<file path="src/include/vrf_consts.svh">
`ifndef VRF_CONSTS_SVH
`define VRF_CONSTS_SVH

// vector shape
`define VRF_LANES        16  // lanes per vector register
`define VRF_WIDTH        32  // bits per lane

// register space
`define VRF_ADDR_W       6   // 64 vector registers

// quarter pass of the four-lane alu
`define VRF_QUARTERS     4   // quarters per vector
`define VRF_LANES_PER_Q  4   // lanes handled per exec cycle

`endif

</file>
<file path="src/hdl/vrf_pkg.sv">
package vrf_pkg;

  // alu opcodes, applied lane by lane in 32-bit wrapping arithmetic
  typedef enum logic [2:0] {
    OP_MOV = 3'd0,  // a
    OP_ADD = 3'd1,  // a + b
    OP_SUB = 3'd2,  // a - b
    OP_MAD = 3'd3,  // low word of a * b + c
    OP_AND = 3'd4,  // a & b
    OP_OR  = 3'd5,  // a | b
    OP_XOR = 3'd6   // a ^ b
  } valu_op_e;

  // issue sequencer states
  typedef enum logic [1:0] {
    ST_IDLE = 2'd0,  // host port owns the banks
    ST_READ = 2'd1,  // source vectors fetched
    ST_EXEC = 2'd2,  // one quarter per cycle
    ST_DONE = 2'd3   // done pulse
  } seq_state_e;

endpackage

</file>
<file path="src/hdl/issue_sequencer.sv">
`timescale 1ns/1ps
`include "vrf_consts.svh"

module issue_sequencer (
  input  logic                                     clk,
  input  logic                                     rst_n,
  // issue strobe and fields
  input  logic                                     issue,
  input  vrf_pkg::valu_op_e                        op,
  input  logic [`VRF_ADDR_W-1:0]                   src0,
  input  logic [`VRF_ADDR_W-1:0]                   src1,
  input  logic [`VRF_ADDR_W-1:0]                   src2,
  input  logic [`VRF_ADDR_W-1:0]                   dst,
  input  logic [`VRF_LANES-1:0]                    exec_mask,
  // host load and readback
  input  logic                                     ld_en,
  input  logic [`VRF_ADDR_W-1:0]                   ld_addr,
  input  logic [`VRF_LANES*`VRF_WIDTH-1:0]         ld_data,
  input  logic [`VRF_LANES-1:0]                    ld_mask,
  input  logic                                     dbg_en,
  input  logic [`VRF_ADDR_W-1:0]                   dbg_addr,
  // quarter counter and alu
  input  logic [1:0]                               quarter,
  input  logic                                     last,
  input  logic [`VRF_LANES_PER_Q*`VRF_WIDTH-1:0]   alu_result,
  // bank controls
  output logic                                     rd_en,
  output logic [`VRF_ADDR_W-1:0]                   rd0_addr,
  output logic [`VRF_ADDR_W-1:0]                   rd1_addr,
  output logic [`VRF_ADDR_W-1:0]                   rd2_addr,
  output logic                                     wr_en,
  output logic [`VRF_ADDR_W-1:0]                   wr_addr,
  output logic [`VRF_LANES*`VRF_WIDTH-1:0]         wr_data,
  output logic [`VRF_LANES-1:0]                    wr_mask,
  output logic                                     q_start,
  output logic                                     q_advance,
  output vrf_pkg::valu_op_e                        op_q,
  output logic                                     busy,
  output logic                                     done
);

  import vrf_pkg::*;

  seq_state_e                state;
  seq_state_e                state_nxt;
  logic [`VRF_ADDR_W-1:0]    src0_q;  // latched issue fields
  logic [`VRF_ADDR_W-1:0]    src1_q;
  logic [`VRF_ADDR_W-1:0]    src2_q;
  logic [`VRF_ADDR_W-1:0]    dst_q;
  logic [`VRF_LANES-1:0]     mask_q;
  logic [`VRF_LANES-1:0]     quarter_lanes;  // lanes of the active quarter
  logic                      idle;
  logic                      take_issue;

  assign idle       = (state == ST_IDLE);
  assign take_issue = idle && issue;  // issue while busy is dropped

  always_ff @(posedge clk) begin
    if (!rst_n) begin
      state <= ST_IDLE;
    end else begin
      state <= state_nxt;
    end
  end

  always_comb begin
    state_nxt = state;
    case (state)
      ST_IDLE: if (issue) state_nxt = ST_READ;
      ST_READ: state_nxt = ST_EXEC;                 // one read cycle
      ST_EXEC: if (last) state_nxt = ST_DONE;       // after quarter 3
      ST_DONE: state_nxt = ST_IDLE;
      default: state_nxt = ST_IDLE;
    endcase
  end

  // issue fields held for the whole pass
  always_ff @(posedge clk) begin
    if (take_issue) begin
      op_q   <= op;
      src0_q <= src0;
      src1_q <= src1;
      src2_q <= src2;
      dst_q  <= dst;
      mask_q <= exec_mask;
    end
  end

  // reads, port 2 goes to the host while idle
  assign rd_en    = (state == ST_READ) || (idle && dbg_en);
  assign rd0_addr = src0_q;
  assign rd1_addr = src1_q;
  assign rd2_addr = idle ? dbg_addr : src2_q;

  // quarter lane mask, 4'hf moved up by 4 per quarter
  assign quarter_lanes = {{(`VRF_LANES-`VRF_LANES_PER_Q){1'b0}}, {`VRF_LANES_PER_Q{1'b1}}}
                         << (quarter * `VRF_LANES_PER_Q);

  // write port, host load when idle, quarter writeback in exec
  assign wr_en   = (idle && ld_en) || (state == ST_EXEC);
  assign wr_addr = idle ? ld_addr : dst_q;
  assign wr_data = idle ? ld_data : {`VRF_QUARTERS{alu_result}};  // result in every slot
  assign wr_mask = idle ? ld_mask : (mask_q & quarter_lanes);     // exec mask per quarter

  assign q_start   = (state == ST_READ);  // quarter 0 ready for first exec cycle
  assign q_advance = (state == ST_EXEC);

  assign busy = (state == ST_READ) || (state == ST_EXEC);
  assign done = (state == ST_DONE);  // single cycle pulse

endmodule

</file>
<file path="config.mk">
export PLATFORM = sky130hd
export DESIGN_NAME = issue_sequencer
export DESIGN_NICKNAME = d
export VERILOG_FILES = /design/src/hdl/vrf_pkg.sv /design/src/hdl/issue_sequencer.sv
export VERILOG_INCLUDE_DIRS = /design/src /design/src/include
export SDC_FILE = /design/constraint.sdc
export NUM_CORES = 1
export LEC_CHECK = 0
export ABC_AREA = 1
export BUFFER_PORTS_ARGS = -buffer_cell sky130_fd_sc_hd__buf_2
export CAP_MARGIN = 25
export CORE_AREA = 2 2 498 500
export DETAILED_ROUTE_END_ITERATION = 10
export DIE_AREA = 0 0 500 502
export HOLD_SLACK_MARGIN = 0.05
export PLACE_DENSITY = 0.3
export SLEW_MARGIN = 40
export SYNTH_ARGS = -nofsm -noshare
export SYNTH_HDL_FRONTEND = slang
export SYNTH_SLANG_ARGS = --single-unit
export TNS_END_PERCENT = 10
</file>
<file path="constraint.sdc">
create_clock -name clk -period 2.3 [get_ports clk]
set_clock_uncertainty 0.15 [all_clocks]
set_input_delay 0.115 -clock clk [delete_from_list [all_inputs] [get_ports clk]]
set_output_delay 0.115 -clock clk [all_outputs]
set_load 0.01 [all_outputs]
</file>
==> flow_metrics.py <==
metrics = {
    "floorplanning": {
        "core-area_um2": 245300,
        "rows": 182,
        "start_util": 0.02964,
        "dieWidth_um": 500,
        "die-area_um2": 251000,
        "die_y_um": 502,
        "pin_count": 1280,
    },
    "worst_setup_path": {
        "rrSetupSlack_ns": 0.12,
        "cp.arrival_ns": 2.01,
        "r2r_cells": 9,
        "crit_fanout": 8,
        "critPathRequiredTime_ns": 2.04,
        "cp-end-kind": "primary output",
        "path_class": "register to primary output",
        "startpoint_type": "register",
    },
    "yosys": {
        "synth_top_family_by_area": "simple AND/OR/NAND/NOR gates",
        "synth-simple-area-share": 0.7102,
        "synth_nets": 2256,
        "ys_seq_area_frac": 0.1831,
        "synth-seq-cells": 45,
        "synth_cell_types": 15,
        "synthMuxAreaShare": 0,
        "synthCells": 1532,
        "synthXorXnorAreaFrac": 0,
        "synthAdderAreaFrac": 0.008606,
        "synth.avg_cell_area_um2": 4.745,
        "ys_warn_count": 0,
        "synth_area_um2": 7269,
        "synth_compound_area_frac": 0.006885,
    },
    "clocking": {
        "cts_made_buffers": 5,
        "cts_root_buf": "clkbuf_16",
        "cts_sinks": 45,
        "clk_latency_ns": 0.34,
        "cts_tree": "yes",
        "clock_tree.buffer_depth": 2,
        "clk_pin_slew_ns": 0.10,
        "cts.htree.levels": 2,
    },
    "grt": {
        "grt_max_degree": 54,
        "grt_pass1_wl_um": 241500,
        "grt_use_total": 0.1569,
        "gr-total-overflow": 0,
        "grt_pass1_vias": 16964,
        "antenna_found_initial": 206,
    },
    "detailed_routing": {
        "vias_per_cell": 2.843,
        "drt.antenna.violating_nets": 0,
        "drc_errors": 0,
        "vias": 17408,
        "dr.pass1.iters": 6,
        "wl_per_cell_um": 33.95,
        "wl_um": 207900,
        "dr.first_iter.drc_count": 1342,
    },
    "min_path": {
        "hp-class": "input pin to register",
        "hold_depth": 2,
    },
    "layout": {
        "num-nets-final": 3583,
        "final_cell_mix": "nand2_1 (1195), buf_2 (1039), buf_4 (114)",
        "fill_cells": 29213,
        "syn2layout_area_growth_pct": 201.3,
        "final_common_cell": "nand2_1",
        "post_route_cells_drive_above_1_share": 0.5388,
        "stdcell_area_um2": 21900,
    },
    "placement": {
        "place_ws_ns": -0.1176,
        "port_buffers": 1279,
        "hpwlAfterDp_um": 188800,
        "placed_cell_area_um2": 19060,
        "place_congestion": 0.9857,
    },
    "sta": {
        "rsz0062_at_grt": "yes",
        "final-hold-violation-count": 0,
        "period_needed_ns": 2.278,
        "setup_viol": 0,
        "slew_viol_final": 0,
        "finalCritPeriodShare": 0.9902,
        "worstMarginPinSlew_ns": 0.5352,
        "fin_ws_ns": 0.02245,
        "fmax_ghz": 0.4391,
        "relSlewSlack": 0.6432,
    },
    "power_and_ir_drop": {
        "p_seq_frac": 0.031,
        "power_frac_comb": 0.946,
        "peakVddDrop_mv": 0.5658,
        "leakagePower_uw": 0.01176,
        "intPower_uw": 14250,
        "switching_share": 0.6362,
        "power_density_nw_per_um2": 1789,
        "clkPwrFrac": 0.024,
        "p_sw_uw": 24930,
    },
    "flow_run": {
        "drv_cap": 0,
    },
    "outcome": {
        "status": "finished, final reports clean",
    },
}
[cell type report]
| class | count | area [um2] | share of cell area |
|---|---|---|---|
| diodes | 43 | 107.6 | 0.004913 |
| clock buffers | 5 | 125.1 | 0.005713 |
| well taps | 3220 | 4029 | 0.1840 |
| flip-flops and latches | 45 | 1334 | 0.06090 |
| inverters | 10 | 85.08 | 0.003885 |
| repair buffers | 1412 | 10170 | 0.4645 |
| clock inverters | 3 | 28.78 | 0.001314 |
| multi-input cells | 1385 | 6020 | 0.2749 |
[per-stage QoR]
stage	hold WS (ns)	TNS, ns	instances	util	total power [uW]
floorplan	0.06387	0	1532	-	11430
global placement	0.1425	-0.4616	5990	0.07771	34310
detailed placement	0.1432	-0.3781	5990	0.07771	34160
CTS	0.2795	-5.074	6074	0.08717	39710
global route	0.3025	-0.5043	6091	0.08897	41830
finish	0.3217	0	6123	0.08930	39180
[worst max-delay path: stages (launching register included)]
cell and delay, ns:
dfxtp_2 0.35, inv_4 0.09, ha_4 0.16, buf_12 0.15, clkinv_16 0.09, buf_16 0.16, buf_12 0.15, nand2_1 0.13
nand2_1 0.14, buf_4 0.21
[repair_timing]
action                                 4_1_cts  5_1_grt
setup buffers                               17        5
endpoints found under the hold margin       45        0
cloned                                      11        4
resized for setup                          339      118
pin swaps                                    9        4
hold buffers                                48        0
setup endpoints to repair                  519      282
[registers in the layout, indices dropped and copies added (netlist names)]
signal / cells
state: 2
dst_q: 6
src2_q: 6
mask_q: 16
rd0_addr: 6
op_q: 3
rd1_addr: 6
[power groups by stage]
stage | registers [uW] | logic (uW) | clock network, uW
5_1_grt | 1230 | 39600 | 1010
4_1_cts | 1210 | 37500 | 997
6_report | 1210 | 37000 | 924
3_5_place_dp | 1230 | 32900 | 0
3_3_place_gp | 1230 | 33100 | 0
2_1_floorplan | 1240 | 10200 | 0
[path summary, 6_finish.rpt]
check,startpoint,to
max,state[0]$_SDFFE_PN0P_,wr_data[151]
max reg2reg,state[0]$_SDFFE_PN0P_,state[1]$_SDFFE_PN0P_
min,dst[5],dst_q[5]$_DFFE_PP_
min reg2reg,state[0]$_SDFFE_PN0P_,state[0]$_SDFFE_PN0P_
[logic make-up after synthesis]
family | count (synthesis)
AND/OR/NAND/NOR | 1371
flip-flops | 45
AO/OA/AOI/OAI | 9
buffers and inverters | 102
adder cells (fa/ha/maj) | 5
[Yosys cell counts (all sizes together)]
cell,count,share of area
a21o,2,0.0021
clkbuf,7,0.0036
buf,85,0.082
dfxtp,2,0.0055
nor2,4,0.0021
ha,5,0.0086
inv,10,0.0052
nand3,13,0.0089
edfxtp,43,0.18
o21ai,5,0.0034
nand2,1354,0.70
a21oi,2,0.0014
[routing by layer]
layer,share of wire,track usage,vias up
met5,0.0042,0.01023,-
met4,0.032,0.03513,78
met3,0.15,0.09882,348
met2,0.43,0.2479,1518
met1,0.38,0.1760,8156
li1,-,-,7308
No activity file was read; power rests on OpenSTA's default activity.
